<file path="config.mk">
export PLATFORM = sky130hd
export DESIGN_NAME = fetch_unit
export DESIGN_NICKNAME = d
export VERILOG_FILES = /design/src/design/fe_pkg.sv /design/src/design/fetch_unit.sv
export SDC_FILE = /design/constraint.sdc
export NUM_CORES = 1
export LEC_CHECK = 0
export ABC_AREA = 1
export ABC_CLOCK_PERIOD_IN_PS = 11300
export BUFFER_PORTS_ARGS = -buffer_cell sky130_fd_sc_hd__buf_2
export CORE_ASPECT_RATIO = 0.9
export CORE_MARGIN = 3
export CORE_UTILIZATION = 33
export CTS_BUF_LIST = sky130_fd_sc_hd__clkbuf_8 sky130_fd_sc_hd__clkbuf_16
export DETAILED_ROUTE_END_ITERATION = 8
export HOLD_SLACK_MARGIN = 0.05
export PLACE_DENSITY = 0.61
export SLEW_MARGIN = 0
export SYNTH_ARGS = -nofsm -noshare
export SYNTH_HDL_FRONTEND = slang
export SYNTH_SLANG_ARGS = --single-unit
</file>
<file path="constraint.sdc">
create_clock -name clk_i -period 11.3 [get_ports clk_i]
set_input_delay 0.565 -clock clk_i [delete_from_list [all_inputs] [get_ports clk_i]]
set_output_delay 0.565 -clock clk_i [all_outputs]
set_load 0.03 [all_outputs]
</file>
<file path="src/design/fe_pkg.sv">
// front-end package with widths, queue depths, reset pc and opcode classes
package fe_pkg;

  // instruction and pc widths
  localparam int unsigned ILEN = 32;
  localparam int unsigned PLEN = 32;

  // a fetch group is four aligned words, a decode bundle two
  localparam int unsigned FETCH_WIDTH  = 4;
  localparam int unsigned DECODE_WIDTH = 2;

  // queue entries hold single instructions; keep this a power of two
  localparam int unsigned IB_DEPTH = 16;

  // instruction memory, indexed by pc[9:2]
  localparam int unsigned IMEM_WORDS = 256;
  localparam int unsigned IMEM_AW    = 8;

  localparam logic [PLEN-1:0] RESET_PC = '0;

  // derived sizes
  localparam int unsigned INSTR_BYTES = ILEN / 8;
  localparam int unsigned GROUP_BYTES = FETCH_WIDTH * INSTR_BYTES;
  localparam int unsigned GROUP_OFS_W = $clog2(GROUP_BYTES);
  localparam int unsigned FG_IDX_W    = $clog2(FETCH_WIDTH);
  localparam int unsigned GROUP_AW    = IMEM_AW - FG_IDX_W;

  // buffer pointer and counter widths
  localparam int unsigned IB_PTR_W   = $clog2(IB_DEPTH);
  localparam int unsigned IB_CNT_W   = $clog2(IB_DEPTH + 1);
  localparam int unsigned PEND_CNT_W = $clog2(FETCH_WIDTH + 1);

  // major opcode classes seen by the decoder
  typedef enum logic [3:0] {
    OPC_LOAD,
    OPC_STORE,
    OPC_BRANCH,
    OPC_JAL,
    OPC_JALR,
    OPC_OP_IMM,
    OPC_OP,
    OPC_LUI,
    OPC_AUIPC,
    OPC_SYSTEM,
    // anything else, including compressed encodings
    OPC_ILLEGAL
  } op_class_e;

endpackage

</file>
<file path="src/design/fetch_unit.sv">
// fetch unit issuing group reads, holding stalled groups and taking redirects
`timescale 1ns/10ps

module fetch_unit (
  input  logic                                             clk_i,
  input  logic                                             rst_ni,

  input  logic                                             redirect_i,
  input  logic [fe_pkg::PLEN-1:0]                          redirect_pc_i,

  // to the instruction memory
  output logic                                             rd_en_o,
  output logic [fe_pkg::GROUP_AW-1:0]                      rd_group_addr_o,
  input  logic [fe_pkg::FETCH_WIDTH-1:0][fe_pkg::ILEN-1:0] rd_data_i,

  // fetch groups towards the instruction buffer
  output logic                                             fe_valid_o,
  input  logic                                             fe_ready_i,
  output logic [fe_pkg::FETCH_WIDTH-1:0][fe_pkg::ILEN-1:0] fe_instrs_o,
  output logic [fe_pkg::PLEN-1:0]                          fe_pc_o
);

  // hold register state: empty, waiting on a read, or holding a group
  typedef enum logic [1:0] {
    FE_IDLE,
    FE_REFILL,
    FE_HOLD
  } fe_state_e;

  fe_state_e state_q;

  logic [fe_pkg::PLEN-1:0] pc_q;
  logic [fe_pkg::PLEN-1:0] rd_pc_q;
  logic [fe_pkg::FETCH_WIDTH-1:0][fe_pkg::ILEN-1:0] hold_instrs_q;
  logic [fe_pkg::PLEN-1:0] hold_pc_q;
  logic stuck;

  // in REFILL the returning group is offered straight from the memory
  assign fe_valid_o  = (state_q != FE_IDLE);
  assign fe_instrs_o = (state_q == FE_HOLD) ? hold_instrs_q : rd_data_i;
  assign fe_pc_o     = (state_q == FE_HOLD) ? hold_pc_q : rd_pc_q;

  // group stays behind this cycle
  assign stuck = fe_valid_o && !fe_ready_i;

  // only read when the result has somewhere to land next cycle
  assign rd_en_o         = rst_ni && !redirect_i && !stuck;
  assign rd_group_addr_o = pc_q[fe_pkg::GROUP_OFS_W +: fe_pkg::GROUP_AW];

  always_ff @(posedge clk_i or negedge rst_ni) begin
    if (!rst_ni) begin
      state_q <= FE_IDLE;
      pc_q    <= fe_pkg::RESET_PC;
    end else if (redirect_i) begin
      // drop the held group and any read in flight
      state_q <= FE_IDLE;
      pc_q    <= redirect_pc_i & ~fe_pkg::PLEN'(fe_pkg::GROUP_BYTES - 1);
    end else if (stuck) begin
      state_q <= FE_HOLD;
    end else begin
      state_q <= FE_REFILL;
      pc_q    <= pc_q + fe_pkg::PLEN'(fe_pkg::GROUP_BYTES);
    end
  end

  // pc of the read in flight, and the group parked under back-pressure
  always_ff @(posedge clk_i) begin
    if (rd_en_o) begin
      rd_pc_q <= pc_q;
    end
    if (state_q == FE_REFILL && stuck) begin
      hold_instrs_q <= rd_data_i;
      hold_pc_q     <= rd_pc_q;
    end
  end

  // a stalled group must not change under the buffer
  property p_stall_stable;
    @(posedge clk_i) disable iff (!rst_ni)
      fe_valid_o && !fe_ready_i && !redirect_i |=> fe_valid_o && $stable(fe_pc_o);
  endproperty

  a_stall_stable : assert property (p_stall_stable)
    else $error("fetch group changed while stalled");

endmodule

</file>
Yosys cells after proc, flatten, opt, wreduce, memory -nomap -nowiden
Index checks and enable logic that the tools add are counted.
{"block": "word_totals", "reg_bits": 226, "inputBits": 164, "output_inout_bits": 168, "wordCells": 26}
{"block": "classes", "add_sub_neg": 1, "eq_ne": 3, "mux": 6, "n_reduce_logical": 8}
{"cell": "$mux W128", "n": 1}
{"cell": "$mux W32", "n": 3}
{"cell": "$add A32 B5 Y32 const B", "n": 1}
{"cell": "$logic_and A1 B1 Y1", "n": 4}
{"cell": "$mux W2", "n": 2}
{"cell": "$logic_not A1 Y1", "n": 3}
{"cell": "$eq A2 B1 Y1 const B", "n": 1}
{"cell": "$eq A2 B2 Y1 const B", "n": 1}
{"cell": "$ne A2 B2 Y1 const B", "n": 1}
{"cell": "$reduce_bool A2 Y1", "n": 1}

Depth between registers and ports, before layout
{"block": "depth", "ltp_word": 4, "depth_mapped": 10, "ltp_nobuf": 10}

Worst setup path after synthesis
Ideal clock, no wire load.
{"block": "synth_timing", "kind": "input to register", "start": "input port fe_ready_i", "end": "register hold_instrs_q[0] in the netlist's numbering (enable)", "setup_ns": 0.862, "t_arrival_ns": 11.152, "required_ns": 10.438, "setup_slack_ns": -0.714, "path_stages": 1, "n_path_buf": 0, "cell_sequence": "nor3_1"}
{"block": "synth_between", "elab_chain_len": 3}
{"element": "start, declared", "line": "fetch_unit.sv:18", "rtl": "input logic fe_ready_i,"}
{"element": "$logic_not A1 Y1", "line": "fetch_unit.sv:44", "rtl": "assign stuck = fe_valid_o && !fe_ready_i;"}
{"element": "$logic_and A1 B1 Y1", "line": "fetch_unit.sv:44"}
{"element": "$logic_and A1 B1 Y1", "line": "fetch_unit.sv:71", "rtl": "if (state_q == FE_REFILL && stuck) begin"}
{"element": "end signal, assigned", "line": "fetch_unit.sv:72", "rtl": "hold_instrs_q <= rd_data_i;"}
{"element": "end, declared", "line": "fetch_unit.sv:34", "rtl": "logic [fe_pkg::FETCH_WIDTH-1:0][fe_pkg::ILEN-1:0] hold_instrs_q;"}
Every way passes these cells.
A chain may end at the register's enable or synchronous reset.

==> results.yml <==
status:
  outcome: "finished clean"
yosys:
  post-synth-top-area-cell: "edfxtp_1"
  syn_avg_cell_area_um2: 13.7
  synthCells: 708
  ys_top_cells_by_area: "edfxtp_1 (57%), mux2_2 (17%), dfrtp_1 (7.8%)"
  synth-seq-area-share: 0.649
  synth-main-ff-cell: "edfxtp_1"
  yosys.cell_types.count: 30
  synth.ff_latch_count: 214
  synth-async-reset-ratio: 0.140
  netlist_area_mm2: 0.00968
  area_share_of_the_leading_cell_type_in_the_synthesized_netlist: 0.571
  synthesis.yosys.warnings: 0
  post_synth_edffs: 184
floorplanning:
  die_x_um: 186
  die_y_um: 168
  core-area_mm2: 0.0284
  dieArea_mm2: 0.0314
  top_level_ports: 332
  start_util: 0.341
  placementRows: 58
power_and_ir_drop:
  sequentialPowerShare: 0.471
  pwr-share-clk: 0.381
  combPwrFrac: 0.148
  p_per_area_mw_per_mm2: 161
  max-vdd-ir-drop_v: 0.0000977
  leakagePower_nw: 5.14
  power_switching_share: 0.267
  switching_power_mw: 0.533
  internal_power_mw: 1.46
cts:
  sink_count: 214
  cts.repair.resized: 0
  cts-hold-fix-buffers: 0
  h-tree-depth: 1
  cts_root_buffer: "clkbuf_16"
  clock_path_buffers: 3
  worst_setup_hold_path_clk_slew_ns: 0.06
  cts_made_buffers: 24
  skew_pair_late_insertion_delay_ns: 0.51
  tritoncts_clock_tree: "done"
  postCtsSetupBuffers: 0
sta:
  worst-slew-pin-transition_ns: 1.08
  max-slew-margin-rel: 0.283
  setup_viol: 0
  rsz_0062_raised_after_global_routing: "no"
  period_minus_slack_ns: 4.05
  clock-skew-final_ns: 0.00693
  final.setup.tns_ns: 0
  timing.final.crit_share: 0.359
  timing_hold_violations_final: 0
  achievable-frequency_ghz: 0.247
  timing_max_transition_violations_final: 0
cells_and_area:
  final_layout_size_suffix_gt1_frac: 0.514
  nNetsFinal: 1196
  area.growth.synth_to_final_pct: 28.1
  commonest_non_fill_non_tap_cells_in_the_layout: "buf_2 (323), edfxtp_1 (184), mux2_2 (147)"
  layout.cells.most_common: "buf_2"
  final_core_utilization: 0.437
worst_setup_path:
  crit_required_ns: 10.74
  critPathLaunchType: "flop"
  cp-endpoint: "fe_instrs_o[68]"
  r2r_slack_ns: 8.49
  worstReg2RegEnd: "hold_instrs_q[94]"
  crit_path_start: "state_q[1]"
  arrival_worst_endpoint_ns: 3.49
  rr_startpoint: "state_q[1]"
  worstRegToRegCells: 3
  critical_path_maximum_fanout: 72
  timing.setup.critical_path_class: "reg2out"
  timing.critical_path.to_type: "output port"
hold_path:
  min_path_type: "in2async"
global_routing:
  congestion_overflow_gr: 0
  grt_antenna_before_repair: 1
  global_route_wire_length_before_repair_mm: 37.2
  grt_pass1_vias: 6267
  pin_count_of_the_biggest_net_entering_global_routing: 81
  grt_util_all_layers: 0.148
place:
  port_buffers: 323
  place.detailed.hpwl_mm: 17.7
  gp_congestion: 0.870
route:
  route.final.wire_length_mm: 24.6
  drt-pass1-iter-count: 5
  first_iteration_detailed_routing_drc_count: 330
  route.antenna.remaining_nets: 0
  route.vias.total: 6520
  post_drt_wl_per_cell_um: 17.1
  drc_errors: 0
  avgViaCountPerCell: 4.53
run:
  cap_viol_max_count: 0
[final cells by class]
class                      count  area, um^2
clock inverter                16         131
timing repair buffer         328        1650
antenna                        1        2.50
sequential                   214        6280
fill                        2636       16000
tap                          390         488
multi-input combinational    418        3040
clock buffer                  26         639
inverter                      45         169
[worst min-delay path by stage]
stage	startpoint	end	cells after the start
after global placement	rd_pc_q[28]	hold_pc_q[28]	0
after detailed placement	rd_pc_q[28]	hold_pc_q[28]	0
after CTS	rst_ni	pc_q[30]	1
after floorplan	rst_ni	pc_q[10]	0
after global routing	rst_ni	pc_q[30]	1
final	rst_ni	pc_q[30]	1
[Yosys cell counts (all sizes together), types with 3 or more instances]
| cell | instances |
|---|---|
| xor2 | 11 |
| edfxtp | 184 |
| nand2 | 145 |
| o211ai | 5 |
| nand3 | 18 |
| dfrtp | 30 |
| nor2 | 48 |
| o21ai | 14 |
| mux2 | 156 |
| buf | 32 |
| a21oi | 3 |
| a22o | 6 |
| inv | 45 |
[worst max-delay path: stages (launching register included)]
cell and delay [ns]:
dfrtp_1 0.44, nand2_4 0.27, buf_4 0.70, buf_4 0.86, mux2_2 0.42, buf_2 0.19
[sequential cells by signal, summed over array words and instances (netlist names)]
name / count
rd_pc_q: 28
hold_instrs_q: 128
hold_pc_q: 28
pc_q: 28
state_q: 2
[power groups by stage]
stage | registers (mW) | clock network, mW | logic [mW]
floorplan | 0.950 | 0 | 0.205
CTS | 0.941 | 0.788 | 0.298
finish | 0.940 | 0.761 | 0.295
global route | 0.945 | 0.821 | 0.318
detailed placement | 0.957 | 0 | 0.296
global placement | 0.955 | 0 | 0.294
[stage by stage]
step / hold WS (ns) / total power [mW] / std cells / setup slack, ns / instance area, um^2
after global routing: 0.165 / 2.08 / 1438 / 7.04 / 12400
after CTS: 0.122 / 2.03 / 1437 / 7.18 / 12400
after detailed placement: 0.431 / 1.25 / 1395 / 7.73 / 11600
final: 0.107 / 2.00 / 1438 / 7.25 / 12400
after global placement: 0.424 / 1.25 / 1395 / 7.75 / 11600
after floorplan: 0.269 / 1.16 / 711 / 4.25 / 9690
[kinds of logic (layout without fill, tap and decap cells)]
| logic type | count (synthesis) | count (layout) | synth area share |
|---|---|---|---|
| AO/OA/AOI/OAI | 32 | 32 | 0.0211 |
| XOR/XNOR | 12 | 12 | 0.0109 |
| adder cells (fa/ha/maj) | 1 | 1 | 0.00129 |
| buffers and inverters | 79 | 415 | 0.0410 |
| flip-flops | 214 | 214 | 0.649 |
| multiplexers | 156 | 156 | 0.182 |
| other | 1 | 5 | 0.000388 |
| AND/OR/NAND/NOR | 213 | 213 | 0.0952 |
[routing by layer]
metal / track usage / part of all wire / vias to the layer above
met1: 0.195 / 0.43 / 3079
met2: 0.252 / 0.48 / 264
li1: - / - / 3144
met3: 0.0364 / 0.069 / 33
met4: 0.0286 / 0.019 / 0
met5: 0 / 0 / -
Note: power is estimated with default switching activity, not from simulation.
