===== config.mk =====
export PLATFORM = sky130hd
export DESIGN_NAME = instr_decoder
export DESIGN_NICKNAME = d
export VERILOG_FILES = /design/src/design/fe_pkg.sv /design/src/design/instr_decoder.sv
export SDC_FILE = /design/constraint.sdc
export NUM_CORES = 1
export LEC_CHECK = 0
export BUFFER_PORTS_ARGS = -buffer_cell sky130_fd_sc_hd__buf_2
export CAP_MARGIN = 20
export CORE_AREA = 4 4 105 107
export DETAILED_ROUTE_END_ITERATION = 10
export DIE_AREA = 0 0 109 111
export PLACE_DENSITY = 0.53
export SYNTH_ARGS = -nofsm -noshare
export SYNTH_HDL_FRONTEND = slang
export SYNTH_SLANG_ARGS = --single-unit

===== constraint.sdc =====
create_clock -name vclk -period 1
set_input_delay 0.1 -clock vclk [all_inputs]
set_output_delay 0.1 -clock vclk [all_outputs]
set_load 0.02 [all_outputs]

===== src/design/fe_pkg.sv =====
// front-end package with widths, queue depths, reset pc and opcode classes
package fe_pkg;

  // instruction and pc widths
  localparam int unsigned ILEN = 32;
  localparam int unsigned PLEN = 32;

  // a fetch group is four aligned words, a decode bundle two
  localparam int unsigned FETCH_WIDTH  = 4;
  localparam int unsigned DECODE_WIDTH = 2;

  // queue entries hold single instructions; keep this a power of two
  localparam int unsigned IB_DEPTH = 16;

  // instruction memory, indexed by pc[9:2]
  localparam int unsigned IMEM_WORDS = 256;
  localparam int unsigned IMEM_AW    = 8;

  localparam logic [PLEN-1:0] RESET_PC = '0;

  // derived sizes
  localparam int unsigned INSTR_BYTES = ILEN / 8;
  localparam int unsigned GROUP_BYTES = FETCH_WIDTH * INSTR_BYTES;
  localparam int unsigned GROUP_OFS_W = $clog2(GROUP_BYTES);
  localparam int unsigned FG_IDX_W    = $clog2(FETCH_WIDTH);
  localparam int unsigned GROUP_AW    = IMEM_AW - FG_IDX_W;

  // buffer pointer and counter widths
  localparam int unsigned IB_PTR_W   = $clog2(IB_DEPTH);
  localparam int unsigned IB_CNT_W   = $clog2(IB_DEPTH + 1);
  localparam int unsigned PEND_CNT_W = $clog2(FETCH_WIDTH + 1);

  // major opcode classes seen by the decoder
  typedef enum logic [3:0] {
    OPC_LOAD,
    OPC_STORE,
    OPC_BRANCH,
    OPC_JAL,
    OPC_JALR,
    OPC_OP_IMM,
    OPC_OP,
    OPC_LUI,
    OPC_AUIPC,
    OPC_SYSTEM,
    // anything else, including compressed encodings
    OPC_ILLEGAL
  } op_class_e;

endpackage


===== src/design/instr_decoder.sv =====
// instruction decoder giving each bundle slot an opcode class and destination register
`timescale 1ns/10ps

module instr_decoder (
  // bundles from the instruction buffer
  input  logic                                              ibuf_valid_i,
  output logic                                              ibuf_ready_o,
  input  logic [fe_pkg::DECODE_WIDTH-1:0][fe_pkg::ILEN-1:0] ibuf_instrs_i,
  input  logic [fe_pkg::DECODE_WIDTH-1:0][fe_pkg::PLEN-1:0] ibuf_pcs_i,

  // decoded bundles out
  output logic                                              dec_valid_o,
  input  logic                                              dec_ready_i,
  output logic [fe_pkg::DECODE_WIDTH-1:0][fe_pkg::ILEN-1:0] dec_instrs_o,
  output logic [fe_pkg::DECODE_WIDTH-1:0][fe_pkg::PLEN-1:0] dec_pcs_o,
  output fe_pkg::op_class_e [fe_pkg::DECODE_WIDTH-1:0]      dec_class_o,
  output logic [fe_pkg::DECODE_WIDTH-1:0][4:0]              dec_rd_o
);

  fe_pkg::op_class_e [fe_pkg::DECODE_WIDTH-1:0] slot_class;

  // handshake and payload pass through untouched
  assign dec_valid_o  = ibuf_valid_i;
  assign ibuf_ready_o = dec_ready_i;
  assign dec_instrs_o = ibuf_instrs_i;
  assign dec_pcs_o    = ibuf_pcs_i;
  assign dec_class_o  = slot_class;

  always_comb begin
    for (int unsigned s = 0; s < fe_pkg::DECODE_WIDTH; s++) begin
      // major opcode, low two bits must be 11
      case (ibuf_instrs_i[s][6:0])
        7'b0000011: slot_class[s] = fe_pkg::OPC_LOAD;
        7'b0100011: slot_class[s] = fe_pkg::OPC_STORE;
        7'b1100011: slot_class[s] = fe_pkg::OPC_BRANCH;
        7'b1101111: slot_class[s] = fe_pkg::OPC_JAL;
        7'b1100111: slot_class[s] = fe_pkg::OPC_JALR;
        7'b0010011: slot_class[s] = fe_pkg::OPC_OP_IMM;
        7'b0110011: slot_class[s] = fe_pkg::OPC_OP;
        7'b0110111: slot_class[s] = fe_pkg::OPC_LUI;
        7'b0010111: slot_class[s] = fe_pkg::OPC_AUIPC;
        7'b1110011: slot_class[s] = fe_pkg::OPC_SYSTEM;
        default:    slot_class[s] = fe_pkg::OPC_ILLEGAL;
      endcase

      // no register write for these classes
      case (slot_class[s])
        fe_pkg::OPC_STORE,
        fe_pkg::OPC_BRANCH,
        fe_pkg::OPC_SYSTEM,
        fe_pkg::OPC_ILLEGAL: dec_rd_o[s] = '0;
        default:             dec_rd_o[s] = ibuf_instrs_i[s][11:7];
      endcase
    end
  end

endmodule


Yosys cells after proc, flatten, opt, wreduce, memory -nomap -nowiden
Index checks and enable logic that the tools add are counted.
{ "classes": {"div": 0, "mux": 4, "reduce_logical": 2, "bitwise": 0, "magnitude_cmp": 0, "n_shift": 0, "multipliers": 0, "n_addsub": 0, "n_eq_ne": 28} }
{ "op_table": {"columns": ["cell", "count"], "rows": [
  ["one-hot mux 4 bit (10 select lines)", 2],
  ["== test 7 bit, second input constant", 8],
  ["== test 7 x 6 -> 1 bit, second input constant", 6],
  ["== test 7 x 5 -> 1 bit, second input constant", 4],
  ["== test 4 bit, second input constant", 4],
  ["== test 7 x 2 -> 1 bit, second input constant", 2],
  ["two-way mux 5 bit", 2],
  ["== test 4 x 1 -> 1 bit, second input constant", 2],
  ["== test 4 x 2 -> 1 bit, second input constant", 2],
  ["OR reduction 4 bit", 2]
]} }
{ "totals": {"out_inout_bits": 148, "latchBits": 0, "input_bits": 130, "wordCells": 34, "memories": 0, "mem_bits_ro": 0, "register_bits": 0, "ram_bits": 0} }

Logic depth before layout (Yosys ltp)
Gate-level depths: netlist of the first run.
{ "logic_depth": {"word_depth": 5, "mapped_depth": 4, "depth_no_buf": 3} }

Worst setup path before layout of the first run
OpenSTA, ideal clock, no wires.
{ "synth_timing": {"path_kind": "input port to output port", "start": "input port ibuf_instrs_i[36] (netlist name)", "end": "output port dec_rd_o[5] (netlist name)", "arrival_time_ns": 1.151, "setup_slack_ns": -0.251, "required_time_ns": 0.900, "path_buffers": 1, "path_stages": 4, "cell_sequence": "buf_4 > and4b_1 > a21oi_2 > nor3b_1"} }
{ "synth_lines": {"columns": ["element", "line", "rtl"], "rows": [
  ["from (decl)", "instr_decoder.sv:8", "input logic [fe_pkg::DECODE_WIDTH-1:0][fe_pkg::ILEN-1:0] ibuf_instrs_i,"],
  ["to (decl)", "instr_decoder.sv:17", "output logic [fe_pkg::DECODE_WIDTH-1:0][4:0] dec_rd_o"]
]} }

==> reports/metrics.csv, run 1 <==
stage;metric;value;unit
critical_path;slowest_stage;and4b_2;
sta;slew_violations;0;
final_layout;fin_util;17.2;%
final_layout;drive_gt1_share;84.6;%
critical_path;crit_arrival;1.05;ns
clocking;cts_hold_buffers;0;
sta;fmax;867;MHz
global_routing;grt_pass1_vias;1048;
critical_path;critPathKind;in -> out;
placed_design;port_buffers;66;
floorplanning;rows;37;
final_layout;instances_no_fill;298;
placed_design;dp.cells;290;
drt;routed_wl;3.84;mm
pwr;leakage;0.743;nW
global_routing;antenna_found_initial;0;
outcome;violations;negative setup slack;
floorplanning;ioPinCount;278;
yosys;postSynthCellCount;200;
final_layout;nFillCells;1142;
drt;wl_per_cell;12.9;microns
yosys;synth_seq_area_share;0;%
critical_path;crit_path_start_kind;input pin;
floorplanning;die-height;111;microns
placed_design;pre_cts_ws;-0.300;ns
sta;setup_ws;-0.154;ns
critical_path;path_cells;buf_8 > and4b_2 > a21oi_4 > buf_12 > nor3b_4 > buf_6;
yosys;ys.warnings.count;0;
run;drv_cap;0;
yosys;syn_area_per_cell;7.34;sq um
critical_path;worst-path-buf-inv;3;
floorplanning;initial_utilization;14.5;%
final_layout;ff_latch_area;0;sq um
sta;fin_crit;1.15;ns
drt;ant_nets;0;
yosys;synth.distinct_cells;36;
yosys;netlist.area_leader.share;67.0;%
critical_path;cpLargestDelayFamily;simple AND/OR/NAND/NOR gates;
final_layout;diodes;0;
sta;tightest_slew;0.255;ns
drt;dr_total_vias;1055;
sta;post-route-period-util;115;%
yosys;yosysTopAreaCell;buf_4;
global_routing;track_usage;5.38;%
sta;setup_violations;18;
pwr;ir_drop;196;uV
global_routing;grt-ovfl-total;0;
placed_design;placed_cell_area;0.00135;sq mm
sta;slew_headroom;82.9;%
final_layout;nets;294;
drt;drcViolationCount;0;
pwr;power_density;394;mW/mm^2
floorplanning;die-area;0.0121;sq mm
final_layout;area_growth;18.9;%
drt;drt_first_iter_violations;22;
final_layout;final_area;0.00175;sq mm
final_layout;clkbuf_count;0;
sta;rsz0062_at_grt;true;
critical_path;cp_max_fo;5;
global_routing;grt_pass1_wl;5.46;mm
final_layout;nFlopsAndLatches;0;
global_routing;grt_max_degree;9;
yosys;synth.area.top_cells;buf_4 67%, nor3b_1 5.6%, buf_2 2.0%;
hold_path;hold_path.class;in -> out;
drt;drt_first_pass_iters;2;
floorplanning;core_area;0.0101;sq mm
pwr;power;0.688;mW
drt;viasPerCell;3.54;
critical_path;cp-end-kind;primary output;
sta;hold_viol_final;0;
outcome;outcome;finished, violations left;
floorplanning;die_w;109;microns
placed_design;place_congestion;0.781;
placed_design;dp_hpwl;3.04;mm
yosys;synth_area;0.00147;sq mm
yosys;syn_nets;330;
critical_path;max_stage_delay;0.33;ns
critical_path;cp.depth;6;
hold_path;hold_depth;0;
critical_path;required;0.90;ns
==> through the flow <==
stage                     TNS [ns]  hold slack [ns]
after floorplan             -0.586            0.236
after global placement       -3.63            0.200
after detailed placement     -3.88            0.200
after CTS                    -2.01            0.200
after global routing         -2.77            0.200
final                        -1.98            0.200
==> layout make-up <==
type | instances | area [sq um] | area share (%)
multi-input combinational | 59 | 681 | 39.0
tap | 136 | 170 | 9.74
timing repair buffer | 100 | 882 | 50.5
inverter | 3 | 13.8 | 0.788
==> layer usage <==
layer	part of all wire (%)	vias up	global-route usage, %
met5	0	-	0
met1	27	452	4.34
met4	7.4	0	3.96
met3	17	42	2.85
li1	-	454	-
met2	48	107	9.54
==> report_power, final <==
| group | total [mW] | internal, mW | switching, mW |
|---|---|---|---|
| sequential | 0 | 0 | 0 |
| combinational | 0.688 | 0.361 | 0.327 |
| clock | 0 | 0 | 0 |
==> kinds of logic (layout without fill, tap and decap cells) <==
family                    Yosys count  count (layout)  synth area share (%)
buffers and inverters             141             103                  70.7
and+or+nand+nor                    34              34                  15.2
AOI/OAI and AO/OA                  19              19                  10.2
xor gates and xnor gates            4               4                  2.39
muxes                               2               2                  1.45
==> synthesized netlist by cell type (all sizes together), types with 2 or more instances <==
library cell	instances
nand2	4
inv	3
nor3	2
nand3	3
and3b	2
nand2b	2
xnor2	2
nor2	3
xor2	2
buf	138
o2111ai	2
nor3b	11
a31oi	4
o21bai	3
a211oi	2
==> final timing paths <==
check / slack (ns) / startpoint / to
max: -0.15 / ibuf_instrs_i[36] / dec_rd_o[5]
min: 0.20 / ibuf_instrs_i[24] / dec_instrs_o[24]
==> cells in the final DEF, fill, tap and decap left out, types with 2 or more instances in the layout <==
master,n
nand2_1,4
nand2b_1,2
buf_4,27
a31oi_2,3
buf_6,17
inv_1,2
buf_2,41
buf_12,9
nor3b_4,5
nor3b_2,6
xnor2_1,2
nand3_1,3
o21bai_4,2
buf_8,5
nor2_2,2
==> timing repair <==
item,CTS,global route
gates resized for setup,69,10
buffers inserted,9,5
pin swaps,25,13
endpoints found under the setup margin,18,18
gates cloned,1,0
No activity file was read; power rests on OpenSTA's default activity.
==> inputs of run 2 (changes only) <==
--- a/config.mk
+++ b/config.mk
@@ -7,10 +7,10 @@
 export LEC_CHECK = 0
 export BUFFER_PORTS_ARGS = -buffer_cell sky130_fd_sc_hd__buf_2
 export CAP_MARGIN = 20
-export CORE_AREA = 4 4 105 107
+export CORE_AREA = 2 2 109 111
 export DETAILED_ROUTE_END_ITERATION = 10
-export DIE_AREA = 0 0 109 111
-export PLACE_DENSITY = 0.53
+export DIE_AREA = 0 0 111 113
+export PLACE_DENSITY = 0.48
 export SYNTH_ARGS = -nofsm -noshare
 export SYNTH_HDL_FRONTEND = slang
 export SYNTH_SLANG_ARGS = --single-unit
==> reports/metrics.csv, run 2 (synthesis results as in run 1) <==
stage;metric;value;unit
outcome;outcome;finished, violations left;
outcome;violations;negative setup slack;
floorplanning;initial_utilization;13.0;%
placed_design;place_congestion;0.750;
sta;setup_violations;17;
drt;routed_wl;4.73;mm
drt;drt_first_iter_violations;22;
sta;hold_viol_final;0;
final_layout;instances_no_fill;300;
global_routing;grt_pass1_wl;6.64;mm
placed_design;dp_hpwl;3.98;mm
final_layout;drive_gt1_share;85.4;%
sta;fin_tns_setup;-1.80;ns
critical_path;max_stage_delay;0.39;ns
floorplanning;core_area;0.0113;sq mm
run;drv_cap;0;
clocking;cts_hold_buffers;0;
pwr;power_switching;0.325;mW
floorplanning;ioPinCount;278;
floorplanning;rows;39;
drt;dr_total_vias;1038;
critical_path;critPathKind;in -> out;
critical_path;cp-end-kind;primary output;
sta;rsz0062_at_grt;true;
floorplanning;die-height;113;microns
final_layout;nFlopsAndLatches;0;
final_layout;ff_latch_area;0;sq um
sta;setup_ws;-0.141;ns
sta;slew_headroom;74.3;%
global_routing;grt-ovfl-total;0;
critical_path;cp_max_fo;7;
hold_path;hold_path.class;in -> out;
critical_path;required;0.90;ns
sta;post-route-period-util;114;%
global_routing;grt_pass1_vias;1023;
pwr;pwr-share-clk;0;%
critical_path;path_cells;buf_12 > or3_4 > a211oi_4 > buf_6;
critical_path;slowest_stage;or3_4;
sta;fin_crit;1.14;ns
pwr;p_int;0.337;mW
placed_design;port_buffers;66;
final_layout;nets;289;
sta;fmax;876;MHz
final_layout;fin_util;15.1;%
drt;ant_nets;0;
pwr;ir_drop;168;uV
placed_design;dp.cells;290;
critical_path;crit_arrival;1.04;ns
sta;tightest_slew;0.385;ns
final_layout;area_growth;16.1;%
pwr;power_density;388;mW/mm^2
final_layout;final_cell_mix;39 x buf_2, 27 x buf_4, 20 x buf_6;
drt;wl_per_cell;15.8;microns
floorplanning;die_w;111;microns
placed_design;placed_cell_area;0.00125;sq mm
pwr;p_sw_share;49.1;%
pwr;power_frac_comb;100.0;%
pwr;power;0.663;mW
global_routing;track_usage;6.62;%
final_layout;clkbuf_count;0;
final_layout;final_common_cell;buf_2;
floorplanning;die-area;0.0125;sq mm
final_layout;nFillCells;1262;
global_routing;grt_max_degree;12;
pwr;p_seq_share;0;%
final_layout;final_area;0.00171;sq mm
global_routing;antenna_found_initial;0;
drt;drcViolationCount;0;
placed_design;pre_cts_ws;-0.293;ns
final_layout;diodes;0;
sta;whs;0.200;ns
drt;viasPerCell;3.46;
drt;drt_first_pass_iters;4;
critical_path;crit_path_start_kind;input pin;
sta;slew_violations;0;
pwr;leakage;0.719;nW
==> run 2: what timing repair did <==
| item | in CTS | in global routing |
|---|---|---|
| endpoints found under the hold margin | 0 | 0 |
| cloned | 0 | 1 |
| setup endpoints to repair | 18 | 18 |
| buffers inserted | 11 | 5 |
| resized for setup | 70 | 17 |
| pin swaps | 20 | 10 |
==> run 2: final cells by class <==
type / instances / area, sq um / share of cell area [%]
Timing Repair Buffer: 95 / 803 / 47.1
Multi-Input combinational cell: 59 / 709 / 41.6
Tap cell: 143 / 179 / 10.5
Inverter: 3 / 13.8 / 0.807
==> run 2: critical path, delay by kind of cell <==
kind,cells,cell delay (ns)
buffers and inverters,2,0.26
AO/OA/AOI/OAI,1,0.28
AND/OR/NAND/NOR,1,0.39
==> run 2: worst paths after layout <==
path,startpoint,endpoint,slack [ns],cells after the start
worst max-delay path,ibuf_instrs_i[6],dec_class_o[2],-0.14,4
worst min-delay path,ibuf_instrs_i[23],dec_instrs_o[23],0.20,0
==> run 2: power groups by stage <==
| stage | clock, mW | combinational [mW] | sequential (mW) |
|---|---|---|---|
| after floorplan | 0 | 0.978 | 0 |
| after global placement | 0 | 0.484 | 0 |
| after detailed placement | 0 | 0.488 | 0 |
| after CTS | 0 | 0.609 | 0 |
| after global routing | 0 | 0.706 | 0 |
| final | 0 | 0.663 | 0 |
==> run 2: per-layer routing <==
metal	global-route usage, %	part of all wire [%]	up-vias
li1	-	-	446
met1	5.02	24	461
met2	13.3	55	117
met3	4.87	19	14
met4	1.25	1.7	0
met5	0	0	-
==> inputs of run 3 (changes only) <==
--- a/config.mk
+++ b/config.mk
@@ -14,3 +14,4 @@
 export SYNTH_ARGS = -nofsm -noshare
 export SYNTH_HDL_FRONTEND = slang
 export SYNTH_SLANG_ARGS = --single-unit
+export TNS_END_PERCENT = 5
==> reports/metrics.csv, run 3 (synthesis results as in run 1) <==
stage;metric;value;unit
sta;tightest_slew;0.428;ns
sta;setup_violations;16;
pwr;p_seq_share;0;%
critical_path;required;0.90;ns
placed_design;place_congestion;0.676;
global_routing;antenna_found_initial;0;
drt;viasPerCell;3.31;
run;drv_cap;0;
sta;setup_ws;-0.136;ns
sta;hold_viol_final;0;
hold_path;worstHoldStart;ibuf_pcs_i[42];
final_layout;area_growth;-4.51;%
placed_design;pre_cts_ws;-0.292;ns
hold_path;hold_depth;0;
global_routing;track_usage;5.93;%
final_layout;nFillCells;1294;
pwr;pwr-share-clk;0;%
floorplanning;die_w;111;microns
sta;fmax;880;MHz
pwr;leakage;0.601;nW
final_layout;instances_no_fill;296;
global_routing;use_met3;4.50;%
hold_path;hold_path_end;dec_pcs_o[42];
sta;fin_tns_setup;-1.45;ns
sta;post-route-period-util;114;%
global_routing;grt_max_degree;10;
placed_design;port_buffers;66;
final_layout;nets;285;
sta;rsz0062_at_grt;true;
global_routing;grt_pass1_vias;882;
critical_path;slowest_stage;and3b_2;
global_routing;grtUsageMet2;11.2;%
drt;wl_per_cell;14.9;microns
critical_path;max_stage_delay;0.24;ns
sta;fin_crit;1.14;ns
critical_path;crit_arrival;1.04;ns
final_layout;drive_gt1_share;74.5;%
outcome;outcome;finished, violations left;
global_routing;grt_pass1_wl;5.89;mm
final_layout;diodes;0;
outcome;violations;negative setup slack;
final_layout;nFlopsAndLatches;0;
floorplanning;die-height;113;microns
drt;drcViolationCount;0;
critical_path;cp_max_fo;9;
drt;ant_nets;0;
floorplanning;ioPinCount;278;
pwr;power_density;376;mW/mm^2
final_layout;final_common_cell;buf_2;
sta;slew_violations;0;
drt;dr_total_vias;981;
final_layout;clkbuf_count;0;
global_routing;grt-ovfl-total;0;
placed_design;dp.cells;294;
sta;slew_headroom;71.4;%
final_layout;final_cell_mix;44 x buf_2, 33 x buf_4, 11 x buf_6;
floorplanning;rows;39;
floorplanning;initial_utilization;13.0;%
pwr;p_int;0.251;mW
final_layout;ff_latch_area;0;sq um
placed_design;dp_hpwl;3.89;mm
critical_path;cp-end-kind;primary output;
drt;drt_first_iter_violations;40;
pwr;power_switching;0.276;mW
pwr;ir_drop;115;uV
pwr;power_frac_comb;100.0;%
hold_path;hold_path.class;in -> out;
global_routing;busiest_layer;met2;
floorplanning;die-area;0.0125;sq mm
drt;drt_first_pass_iters;3;
critical_path;path_cells;buf_12 > and3b_2 > a22oi_2 > buf_6 > nor3b_2 > buf_4;
drt;routed_wl;4.41;mm
pwr;p_sw_share;52.4;%
floorplanning;core_area;0.0113;sq mm
critical_path;crit_path_start_kind;input pin;
critical_path;critPathKind;in -> out;
global_routing;grt.met1_usage;4.08;%
[run 3: cell count changes in the layout (fill, tap and decap cells not counted), sizes merged]
cell / delta
buf: -3
clkbuf: -1
[run 3: repair_timing]
action | CTS | global route
gates resized for setup | 42 | 5
pin swaps | 13 | 0
setup buffers | 3 | 0
hold buffers | 0 | 0
setup endpoints to repair | 18 | 18
[run 3: worst max path at each step]
stage                     end  cells after the start  slack (ns)              start
2_1_floorplan     dec_rd_o[0]                      4       -0.09   ibuf_instrs_i[6]
3_3_place_gp   dec_class_o[2]                      5       -0.24   ibuf_instrs_i[4]
3_5_place_dp      dec_rd_o[3]                      5       -0.29   ibuf_instrs_i[4]
4_1_cts           dec_rd_o[5]                      5       -0.13  ibuf_instrs_i[37]
5_1_grt           dec_rd_o[5]                      5       -0.17  ibuf_instrs_i[37]
6_report          dec_rd_o[3]                      6       -0.14   ibuf_instrs_i[4]
[run 3: area by class of cell]
class	count	area [sq um]	area share, %
multi-input combinational	59	568	40.5
tap	143	179	12.8
inverter	3	13.8	0.981
timing repair buffer	91	642	45.8
[run 3: routing by layer]
metal | wire length (microns) | up-vias
met1 | 975 | 451
met5 | 0 | -
met3 | 759 | 28
met2 | 2430 | 68
li1 | - | 434
met4 | 248 | 0
[run 3: worst max-delay path: cells and delay by family]
kind	cells	cell delay [ns]
AOI/OAI and AO/OA	1	0.08
buffers and inverters	3	0.43
and+or+nand+nor	2	0.42
[run 3: power groups by stage]
stage	sequential, mW	clock, mW	combinational, mW
finish	0	0	0.527
global route	0	0	0.565
CTS	0	0	0.525
detailed placement	0	0	0.475
global placement	0	0	0.471
floorplan	0	0	0.961
[run 3: through the flow]
step	util, %	hold slack (ns)	area [sq um]	total power [mW]
floorplan	-	0.236	1580	0.961
global placement	11.0	0.200	1230	0.471
detailed placement	11.0	0.200	1230	0.475
CTS	12.3	0.200	1390	0.525
global route	12.4	0.200	1400	0.565
finish	12.4	0.200	1400	0.527
